--- config.mk ---
export PLATFORM = sky130hd
export DESIGN_NAME = datapath
export DESIGN_NICKNAME = d
export VERILOG_FILES = /design/src/verilog/cpuPkg.sv /design/src/verilog/busPkg.sv /design/src/verilog/datapath.sv /design/src/verilog/programMemory.sv /design/src/verilog/controlSequencer.sv /design/src/verilog/aluUnit.sv /design/src/verilog/registerFile.sv /design/src/verilog/busArbiter.sv
export SDC_FILE = /design/constraint.sdc
export NUM_CORES = 2
export LEC_CHECK = 0
export ABC_AREA = 1
export BUFFER_PORTS_ARGS = -buffer_cell sky130_fd_sc_hd__buf_2
export CORE_ASPECT_RATIO = 0.8
export CORE_MARGIN = 2
export CORE_UTILIZATION = 65
export CTS_BUF_LIST = sky130_fd_sc_hd__clkbuf_4 sky130_fd_sc_hd__clkbuf_8
export DETAILED_ROUTE_END_ITERATION = 10
export PLACE_DENSITY = 0.79
export SLEW_MARGIN = 10
export SYNTH_ARGS = -nofsm -noshare
export SYNTH_HDL_FRONTEND = slang
export SYNTH_SLANG_ARGS = --single-unit
--- constraint.sdc ---
create_clock -name Clock -period 6.2 [get_ports Clock]
set_clock_uncertainty 0.15 [all_clocks]
set_input_delay 0.62 -clock Clock [delete_from_list [all_inputs] [get_ports Clock]]
set_output_delay 0.62 -clock Clock [all_outputs]
set_load 0.02 [all_outputs]
--- src/verilog/cpuPkg.sv ---
package cpuPkg;

    localparam int wordWidth = 32;
    localparam int regCount = 16;
    localparam int memDepth = 64;

    localparam int opcodeWidth = 5;
    localparam int regSelWidth = $clog2(regCount);
    localparam int immWidth = wordWidth - opcodeWidth - 2 * regSelWidth; // 19 bits
    localparam int padWidth = wordWidth - opcodeWidth - 3 * regSelWidth; // 15 bits
    localparam int memAddrWidth = $clog2(memDepth);

    // top five bits of every instruction word
    typedef enum logic [opcodeWidth-1:0] {
        opAdd  = 5'b00011,
        opSub  = 5'b00100,
        opAnd  = 5'b00101,
        opOr   = 5'b00110,
        opNot  = 5'b10010, // bitwise not of rc
        opNeg  = 5'b10001, // two's complement of rc
        opAddi = 5'b01100,
        opOut  = 5'b10110,
        opHalt = 5'b11011
    } opcodeT;

    // register form: ra <= rb op rc
    typedef struct packed {
        opcodeT                 opcode;
        logic [regSelWidth-1:0] ra; // destination, or source for out
        logic [regSelWidth-1:0] rb;
        logic [regSelWidth-1:0] rc;
        logic [padWidth-1:0]    pad;
    } rFormatT;

    // immediate form: ra <= rb + imm
    typedef struct packed {
        opcodeT                     opcode;
        logic [regSelWidth-1:0]     ra;
        logic [regSelWidth-1:0]     rb;
        logic signed [immWidth-1:0] imm;
    } iFormatT;

    // one IR word, viewed by opcode
    typedef union packed {
        rFormatT r;
        iFormatT i;
    } instrT;

endpackage
--- src/verilog/busPkg.sv ---
package busPkg;

    // who drives the internal bus this cycle
    typedef enum logic [2:0] {
        srcNone = 3'd0, // bus reads zero
        srcReg  = 3'd1,
        srcPc   = 3'd2,
        srcMdr  = 3'd3,
        srcZ    = 3'd4,
        srcImm  = 3'd5
    } busSourceT;

    // control word from the sequencer, one per cycle
    typedef struct packed {
        busSourceT                      source;
        logic [cpuPkg::regSelWidth-1:0] regSel; // register for bus out and bus load
        logic                           regLoad;
        logic                           marLoad;
        logic                           mdrRead;
        logic                           yLoad;
        logic                           zLoad;
        cpuPkg::opcodeT                 aluOp;
    } busCtrlT;

endpackage

--- src/verilog/datapath.sv ---
`timescale 1ns/10ps
module datapath (
    input  logic                            Clock,
    input  logic                            rstN,
    input  logic                            start,
    input  logic                            loadValid,
    input  logic [cpuPkg::memAddrWidth-1:0] loadAddr,
    input  logic [cpuPkg::wordWidth-1:0]    loadData,
    output logic                            busy,
    output logic                            done,
    output logic [cpuPkg::wordWidth-1:0]    outPort,
    output logic                            outValid
);

    busPkg::busCtrlT              ctrl;
    logic [cpuPkg::wordWidth-1:0] bus;
    logic [cpuPkg::wordWidth-1:0] regData;
    logic [cpuPkg::wordWidth-1:0] pcValue;
    logic [cpuPkg::wordWidth-1:0] mdrData;
    logic [cpuPkg::wordWidth-1:0] zValue;
    logic [cpuPkg::wordWidth-1:0] immValue;

    busArbiter i_arbiter (
        .ctrl     (ctrl),
        .regData  (regData),
        .pcValue  (pcValue),
        .mdrData  (mdrData),
        .zValue   (zValue),
        .immValue (immValue),
        .bus      (bus)
    );

    registerFile i_regs (
        .Clock   (Clock),
        .rstN    (rstN),
        .ctrl    (ctrl),
        .bus     (bus),
        .regData (regData)
    );

    aluUnit i_alu (
        .Clock  (Clock),
        .rstN   (rstN),
        .ctrl   (ctrl),
        .bus    (bus),
        .zValue (zValue)
    );

    programMemory i_mem (
        .Clock     (Clock),
        .rstN      (rstN),
        .ctrl      (ctrl),
        .bus       (bus),
        .loadValid (loadValid),
        .loadAddr  (loadAddr),
        .loadData  (loadData),
        .busy      (busy),
        .mdrData   (mdrData)
    );

    controlSequencer i_seq (
        .Clock    (Clock),
        .rstN     (rstN),
        .start    (start),
        .bus      (bus),
        .ctrl     (ctrl),
        .pcValue  (pcValue),
        .immValue (immValue),
        .busy     (busy),
        .done     (done),
        .outPort  (outPort),
        .outValid (outValid)
    );

endmodule

--- src/verilog/programMemory.sv ---
`timescale 1ns/10ps
module programMemory (
    input  logic                            Clock,
    input  logic                            rstN,
    input  busPkg::busCtrlT                 ctrl,
    input  logic [cpuPkg::wordWidth-1:0]    bus,
    input  logic                            loadValid,
    input  logic [cpuPkg::memAddrWidth-1:0] loadAddr,
    input  logic [cpuPkg::wordWidth-1:0]    loadData,
    input  logic                            busy,
    output logic [cpuPkg::wordWidth-1:0]    mdrData
);

    logic [cpuPkg::wordWidth-1:0]    mem [cpuPkg::memDepth];
    logic [cpuPkg::memAddrWidth-1:0] mar;
    logic [cpuPkg::wordWidth-1:0]    mdr;

    // host write port, closed while a program runs
    always_ff @(posedge Clock) begin
        if (loadValid && !busy) begin
            mem[loadAddr] <= loadData;
        end
    end

    always_ff @(posedge Clock or negedge rstN) begin
        if (!rstN) begin
            mar <= '0;
            mdr <= '0;
        end else begin
            if (ctrl.marLoad) begin
                mar <= bus[cpuPkg::memAddrWidth-1:0]; // word address, upper bits dropped
            end
            if (ctrl.mdrRead) begin
                mdr <= mem[mar];
            end
        end
    end

    assign mdrData = mdr;

    // the host may only load while the sequencer is idle
    assert property (@(posedge Clock) disable iff (!rstN) loadValid |-> !busy)
    else $error("program load while busy");

endmodule

--- src/verilog/controlSequencer.sv ---
`timescale 1ns/10ps
module controlSequencer (
    input  logic                         Clock,
    input  logic                         rstN,
    input  logic                         start,
    input  logic [cpuPkg::wordWidth-1:0] bus,
    output busPkg::busCtrlT              ctrl,
    output logic [cpuPkg::wordWidth-1:0] pcValue,
    output logic [cpuPkg::wordWidth-1:0] immValue,
    output logic                         busy,
    output logic                         done,
    output logic [cpuPkg::wordWidth-1:0] outPort,
    output logic                         outValid
);

    typedef enum logic [2:0] {stIdle, stT0, stT1, stT2, stT3, stT4, stT5} stateT;

    stateT                          state;
    cpuPkg::instrT                  ir;
    cpuPkg::opcodeT                 op;
    logic                           isImm;
    logic                           isOut;
    logic                           isHalt;
    logic [cpuPkg::regSelWidth-1:0] regA;
    logic [cpuPkg::regSelWidth-1:0] regB;

    always_comb begin
        op = ir.r.opcode; // same bit position in both views
        isImm = 1'b0;
        isOut = 1'b0;
        isHalt = 1'b0;
        case (op)
            cpuPkg::opAdd, cpuPkg::opSub, cpuPkg::opAnd,
            cpuPkg::opOr, cpuPkg::opNot, cpuPkg::opNeg: ;
            cpuPkg::opAddi: isImm = 1'b1;
            cpuPkg::opOut:  isOut = 1'b1;
            default:        isHalt = 1'b1; // halt and any unknown opcode
        endcase
    end

    assign regA = ir.r.ra; // ra and rb sit at the same bits in both views
    assign regB = ir.r.rb;
    assign immValue = {{(cpuPkg::wordWidth - cpuPkg::immWidth){ir.i.imm[cpuPkg::immWidth-1]}},
                       ir.i.imm};

    always_comb begin
        ctrl = '0;
        ctrl.aluOp = op;
        case (state)
            stT0: begin
                ctrl.source = busPkg::srcPc;
                ctrl.marLoad = 1'b1;
            end
            stT1: ctrl.mdrRead = 1'b1;
            stT2: ctrl.source = busPkg::srcMdr; // IR loads from the bus
            stT3: begin
                if (isOut) begin
                    ctrl.source = busPkg::srcReg;
                    ctrl.regSel = regA;
                end else if (!isHalt) begin
                    ctrl.source = busPkg::srcReg;
                    ctrl.regSel = regB;
                    ctrl.yLoad = 1'b1;
                end
            end
            stT4: begin
                ctrl.zLoad = 1'b1;
                if (isImm) begin
                    ctrl.source = busPkg::srcImm;
                end else begin
                    ctrl.source = busPkg::srcReg;
                    ctrl.regSel = ir.r.rc;
                end
            end
            stT5: begin
                ctrl.source = busPkg::srcZ;
                ctrl.regSel = regA;
                ctrl.regLoad = 1'b1;
            end
            default: ;
        endcase
    end

    always_ff @(posedge Clock or negedge rstN) begin
        if (!rstN) begin
            state <= stIdle;
            pcValue <= '0;
            ir <= '0;
            done <= 1'b0;
            outPort <= '0;
            outValid <= 1'b0;
        end else begin
            done <= 1'b0;
            outValid <= 1'b0;
            case (state)
                stIdle: begin
                    if (start) begin
                        pcValue <= '0; // every program runs from address 0
                        state <= stT0;
                    end
                end
                stT0: begin
                    pcValue <= pcValue + cpuPkg::wordWidth'(1);
                    state <= stT1;
                end
                stT1: state <= stT2;
                stT2: begin
                    ir <= cpuPkg::instrT'(bus);
                    state <= stT3;
                end
                stT3: begin
                    if (isHalt) begin
                        done <= 1'b1;
                        state <= stIdle;
                    end else if (isOut) begin
                        outPort <= bus;
                        outValid <= 1'b1;
                        state <= stT0;
                    end else begin
                        state <= stT4;
                    end
                end
                stT4: state <= stT5;
                stT5: state <= stT0;
                default: state <= stIdle;
            endcase
        end
    end

    assign busy = (state != stIdle);

    // the host pulses start for exactly one cycle
    assert property (@(posedge Clock) disable iff (!rstN) start |=> !start)
    else $error("start held for more than one cycle");

endmodule

--- src/verilog/aluUnit.sv ---
`timescale 1ns/10ps
module aluUnit (
    input  logic                         Clock,
    input  logic                         rstN,
    input  busPkg::busCtrlT              ctrl,
    input  logic [cpuPkg::wordWidth-1:0] bus,
    output logic [cpuPkg::wordWidth-1:0] zValue
);

    logic [cpuPkg::wordWidth-1:0] yReg;
    logic [cpuPkg::wordWidth-1:0] zReg;
    logic [cpuPkg::wordWidth-1:0] result;

    // Y is the first operand, the bus carries the second
    always_comb begin
        case (ctrl.aluOp)
            cpuPkg::opAdd,
            cpuPkg::opAddi: result = yReg + bus;
            cpuPkg::opSub:  result = yReg - bus;
            cpuPkg::opAnd:  result = yReg & bus;
            cpuPkg::opOr:   result = yReg | bus;
            cpuPkg::opNot:  result = ~bus; // unary, Y ignored
            cpuPkg::opNeg:  result = -bus;
            default:        result = '0;
        endcase
    end

    always_ff @(posedge Clock or negedge rstN) begin
        if (!rstN) begin
            yReg <= '0;
        end else if (ctrl.yLoad) begin
            yReg <= bus;
        end
    end

    always_ff @(posedge Clock or negedge rstN) begin
        if (!rstN) begin
            zReg <= '0;
        end else if (ctrl.zLoad) begin
            zReg <= result;
        end
    end

    assign zValue = zReg;

endmodule

--- src/verilog/registerFile.sv ---
`timescale 1ns/10ps
module registerFile (
    input  logic                         Clock,
    input  logic                         rstN,
    input  busPkg::busCtrlT              ctrl,
    input  logic [cpuPkg::wordWidth-1:0] bus,
    output logic [cpuPkg::wordWidth-1:0] regData
);

    logic [cpuPkg::wordWidth-1:0] regs [cpuPkg::regCount];

    always_ff @(posedge Clock or negedge rstN) begin
        if (!rstN) begin
            for (int i = 0; i < cpuPkg::regCount; i++) begin
                regs[i] <= '0;
            end
        end else if (ctrl.regLoad) begin
            regs[ctrl.regSel] <= bus; // write-back from Z
        end
    end

    assign regData = regs[ctrl.regSel];

endmodule

--- src/verilog/busArbiter.sv ---
`timescale 1ns/10ps
module busArbiter (
    input  busPkg::busCtrlT              ctrl,
    input  logic [cpuPkg::wordWidth-1:0] regData,
    input  logic [cpuPkg::wordWidth-1:0] pcValue,
    input  logic [cpuPkg::wordWidth-1:0] mdrData,
    input  logic [cpuPkg::wordWidth-1:0] zValue,
    input  logic [cpuPkg::wordWidth-1:0] immValue,
    output logic [cpuPkg::wordWidth-1:0] bus
);

    always_comb begin
        case (ctrl.source)
            busPkg::srcReg: bus = regData;
            busPkg::srcPc:  bus = pcValue;
            busPkg::srcMdr: bus = mdrData;
            busPkg::srcZ:   bus = zValue;
            busPkg::srcImm: bus = immValue;
            default:        bus = '0; // srcNone and idle cycles
        endcase

        // the sequencer must only ever name a defined source
        assert final (ctrl.source inside {busPkg::srcNone, busPkg::srcReg, busPkg::srcPc,
                                          busPkg::srcMdr, busPkg::srcZ, busPkg::srcImm})
        else $error("illegal bus source %0d", ctrl.source);

        // a register write-back never reads the register file in the same cycle
        assert final (!(ctrl.regLoad && ctrl.source == busPkg::srcReg))
        else $error("register load with register file as bus source");
    end

endmodule

==> results list <==
* Final count of negative-setup-slack endpoints: 0
- Once the floorplan was initialized, standard cells occupied 65.40% of the core.
* Pre-CTS setup slack: 412.9 ps
* Final worst path period share: 95.26%
* Total internal power: 33.59 mW
* Largest net degree at the start of global routing: 197
* Residual DRC count: 0
* Post-route setup slack: 293.9 ps
- Peak ir drop on the vdd network: 0.3194 mV
* Total Routed Length: 355400 µm
- Among all flip-flop cells after synthesis, the most frequent one is sky130_fd_sc_hd__edfxtp_1.
* Placer's final routability congestion estimate: 1.063
- Setup tns final: 0 ps
- Summing internal, switching and leakage power gives 54.55 mW.
- Buffers placed on the I/O ports in this run total 76.
- The flow ran to the end, and the final reports show no timing, DRC or antenna violations.
* Via count normalized by instance count: 6.632
* Sequential power share: 38.6%
- The clock network is responsible for 27.7% of the overall power.
- Type of the worst setup path: register to register
* Global-route wire length before repair: 522300 µm
- After synthesis, the cell types taking the most area are sky130_fd_sc_hd__edfxtp_1 53%, sky130_fd_sc_hd__dfrtp_1 15%, sky130_fd_sc_hd__o21ai_0 7.7%.
* Critical Path End Type: register
- Critical path peak fanout: 19
- Number of antenna violations at the first check in global routing: 23
- Measured along the y axis, the die boundary spans 381.2 µm.
* Max Fclk: 169.3 MHz
* Worst reg2reg path depth: 30
* Number of synthesized flops with an enable pin: 2048
- The final layout contains 10641 nets.
- By instance count, the leading cell after synthesis is sky130_fd_sc_hd__edfxtp_1.
- In the final layout, flip-flops and latches occupy 79410 µm².
* Max stage delay on crit path: 410 ps
* I/O pin total: 77
- Commonest cells in the synthesized netlist: 2048 x sky130_fd_sc_hd__edfxtp_1, 1772 x sky130_fd_sc_hd__o21ai_0, 1613 x sky130_fd_sc_hd__nor2_1
* Synthesis Warnings: 0
* Clock tree sinks: 2763
* Critical Path RT: 7030 ps
* Antenna-violating nets left: 0
- The post-route netlist has 11.41% of its cells at a drive strength greater than 1.
- Standard cell core area: 176800 µm²
* Worst r2r src: i_seq.ir[31]
- In this run the mean area of a mapped cell was 11.11 µm².
* Count of max-cap constraint violations: 0
* Synthesis-to-finish area growth: 10.42%
* Combined area of the multi-input logic cells: 32320 µm²
- The floorplan has 138 rows.
- Global-route usage over all layers: 38.83%
- Routed wire length per instance: 26.91 µm
* Distinct cell type count after synthesis: 55
* Post-synthesis instance area: 115600 µm²
* Share of synthesized registers carrying an async set or reset: 25.88%
- After clock tree synthesis, the clock-pin slew on the worst setup and hold paths is 70 ps.
- Remaining global-route overflow: 0
* Setup repair after global routing missed its margin: no
- Synthesized netlist cell count: 10409
- The worst setup path is launched from a register.
* H-tree depth: 5
* Final hold vios: 0
- The share of the Yosys chip area taken by registers is 68.66%.
- The synthesized design spends more area on one cell type than any other, namely sky130_fd_sc_hd__edfxtp_1.
* Final-layout worst hold slack: 65.63 ps
- For the worst setup path, the data arrival time is 6730 ps.
- Worst slew margin relative to its limit: 7.813%
- For the pin with the worst max-slew slack, the measured transition is 1380 ps.
- The clock passes through at most 4 buffers.
- Static leakage: 46.50 nW
- By instance count, the cell type seen most on the critical path is sky130_fd_sc_hd__nand2_1.
* Clock insertion delay at the later pin of the skew report: 1120 ps
- The final route contains 87585 vias.
- Share of power burned in combinational logic: 33.7%
- For this design the total switching power over the nets is 20.97 mW.
- Share of Yosys cell area claimed by the top area cell type: 53.19%
* Fill count: 11765
- CTS placed an instance of sky130_fd_sc_hd__clkbuf_8 at the clock tree root.
- Measured along the x axis, the die boundary spans 475.6 µm.
- Die Outline Area: 181300 µm²
- The number of nets handed over by synthesis was 10554.
- End of the worst register-to-register path: i_alu.zValue[16]
* Min cycle time layout: 5906 ps
* Worst-path cell with the longest stage delay: sky130_fd_sc_hd__dfrtp_1
- Vias in the first global route: 82968
* R2r setup slk: 290 ps
* Worst hold path class: input pin to asynchronous set/reset pin
- The first routing iteration left 15096 violations.
* Clock buffer count from CTS: 416
- The max-slew violation count came to 0.
- The synthesized design contains 2763 register bits.
* Switching fraction of total power: 38.43%
- Detailed placement HPWL: 211700 µm
- Pwr dens: 427.3 nW/µm²
- For this run, the detailed router's first-pass iteration total came to 7.
* Clock tree from TritonCTS: yes
power groups by stage:
| stage | registers [mW] | clock network, mW | logic, mW |
|---|---|---|---|
| global placement | 21.4 | 0 | 17.2 |
| CTS | 21.0 | 15.1 | 17.6 |
| finish | 21.1 | 15.1 | 18.4 |
| detailed placement | 21.4 | 0 | 17.5 |
| global route | 21.1 | 15.9 | 19.5 |
| floorplan | 21.1 | 0 | 11.1 |
worst max-delay path: cells and delay by family, from the launching register on:
kind,cells,cell delay (ps)
simple gates,11,1450
xor+xnor,1,170
fa+ha+maj,1,350
compound gates,10,1830
flops,1,410
buf+inv,7,1360
metal layers:
metal	vias up	part of all wire, %	GRT usage (%)
met1	42236	37	56.29
li1	37481	-	-
met3	1028	16	12.37
met2	6824	43	54.85
met4	16	4.3	15.70
met5	-	0.036	0
worst max path at each step:
stage	startpoint	endpoint	slack, ps	cells past startpoint
after global routing	i_seq.ir[31]	i_alu.zValue[27]	4	33
after CTS	i_seq.state[0]	i_alu.zValue[18]	300	33
after detailed placement	i_seq.state[0]	i_alu.zValue[22]	410	35
final	i_seq.ir[31]	i_alu.zValue[16]	290	30
after floorplan	i_seq.ir[31]	i_alu.zValue[16]	1270	34
after global placement	i_seq.ir[31]	i_alu.zValue[20]	500	32
flip-flops by register name, indices dropped and copies added (netlist names), 32 cells and up:
signal	count
i_alu.zValue	32
i_seq.ir	32
i_alu.yReg	32
i_seq.outPort	32
i_regs.regs	512
i_seq.pcValue	32
i_mem.mem	2048
i_mem.mdrData	32
cell type report:
class                      count  share of cell area, %
antenna                       10                0.01960
clock buffer                 596                  5.734
clock inverter               142                 0.7409
inverter                     438                  1.309
multi-input combinational   6510                  25.31
sequential                  2763                  62.20
tap                         2380                  2.332
timing repair buffer         367                  2.354
through the flow:
step	util [%]	instances	instance area (µm²)
finish	72.21	13206	127700
global route	72.21	13204	127700
CTS	72.16	13193	127600
detailed placement	67.46	12450	119300
global placement	67.46	12450	119300
floorplan	-	10409	115600
timing repair:
item / CTS / global route
hold endpoints to repair: 146 / 38
hold buffers: 5 / 1
setup endpoints to repair: 0 / 13
buffers inserted: 0 / 2
resized for setup: 0 / 9
cell usage in the layout, fill, tap and decap left out, drive strengths merged, types with 9 or more instances in the layout:
master	instances
a221oi	19
o22ai	802
edfxtp	2048
bufinv	13
o31ai	12
o21ai	2105
ha	101
dfrtp	715
clkbuf	596
a22oi	67
a21oi	197
inv	438
nor3	35
clkinv	123
nand2	1230
nand3	150
a211oi	9
xor2	11
o32ai	26
mux2	25
diode	10
nor4	11
o211ai	14
nor2	1627
buf	361
nand4	21
cells by family (layout without fill, tap and decap cells):
group,after synthesis,count (layout),share of synthesized area [%]
and+or+nand+nor,3083,3083,10.43
xor gates and xnor gates,15,15,0.1136
buffers and inverters,1136,1543,3.873
muxes,25,25,0.2435
DFF,2763,2763,68.66
other,0,10,0
AOI/OAI and AO/OA,3284,3284,15.55
adders and majority gates,103,103,1.128
Power figures use the tool's default switching activity.
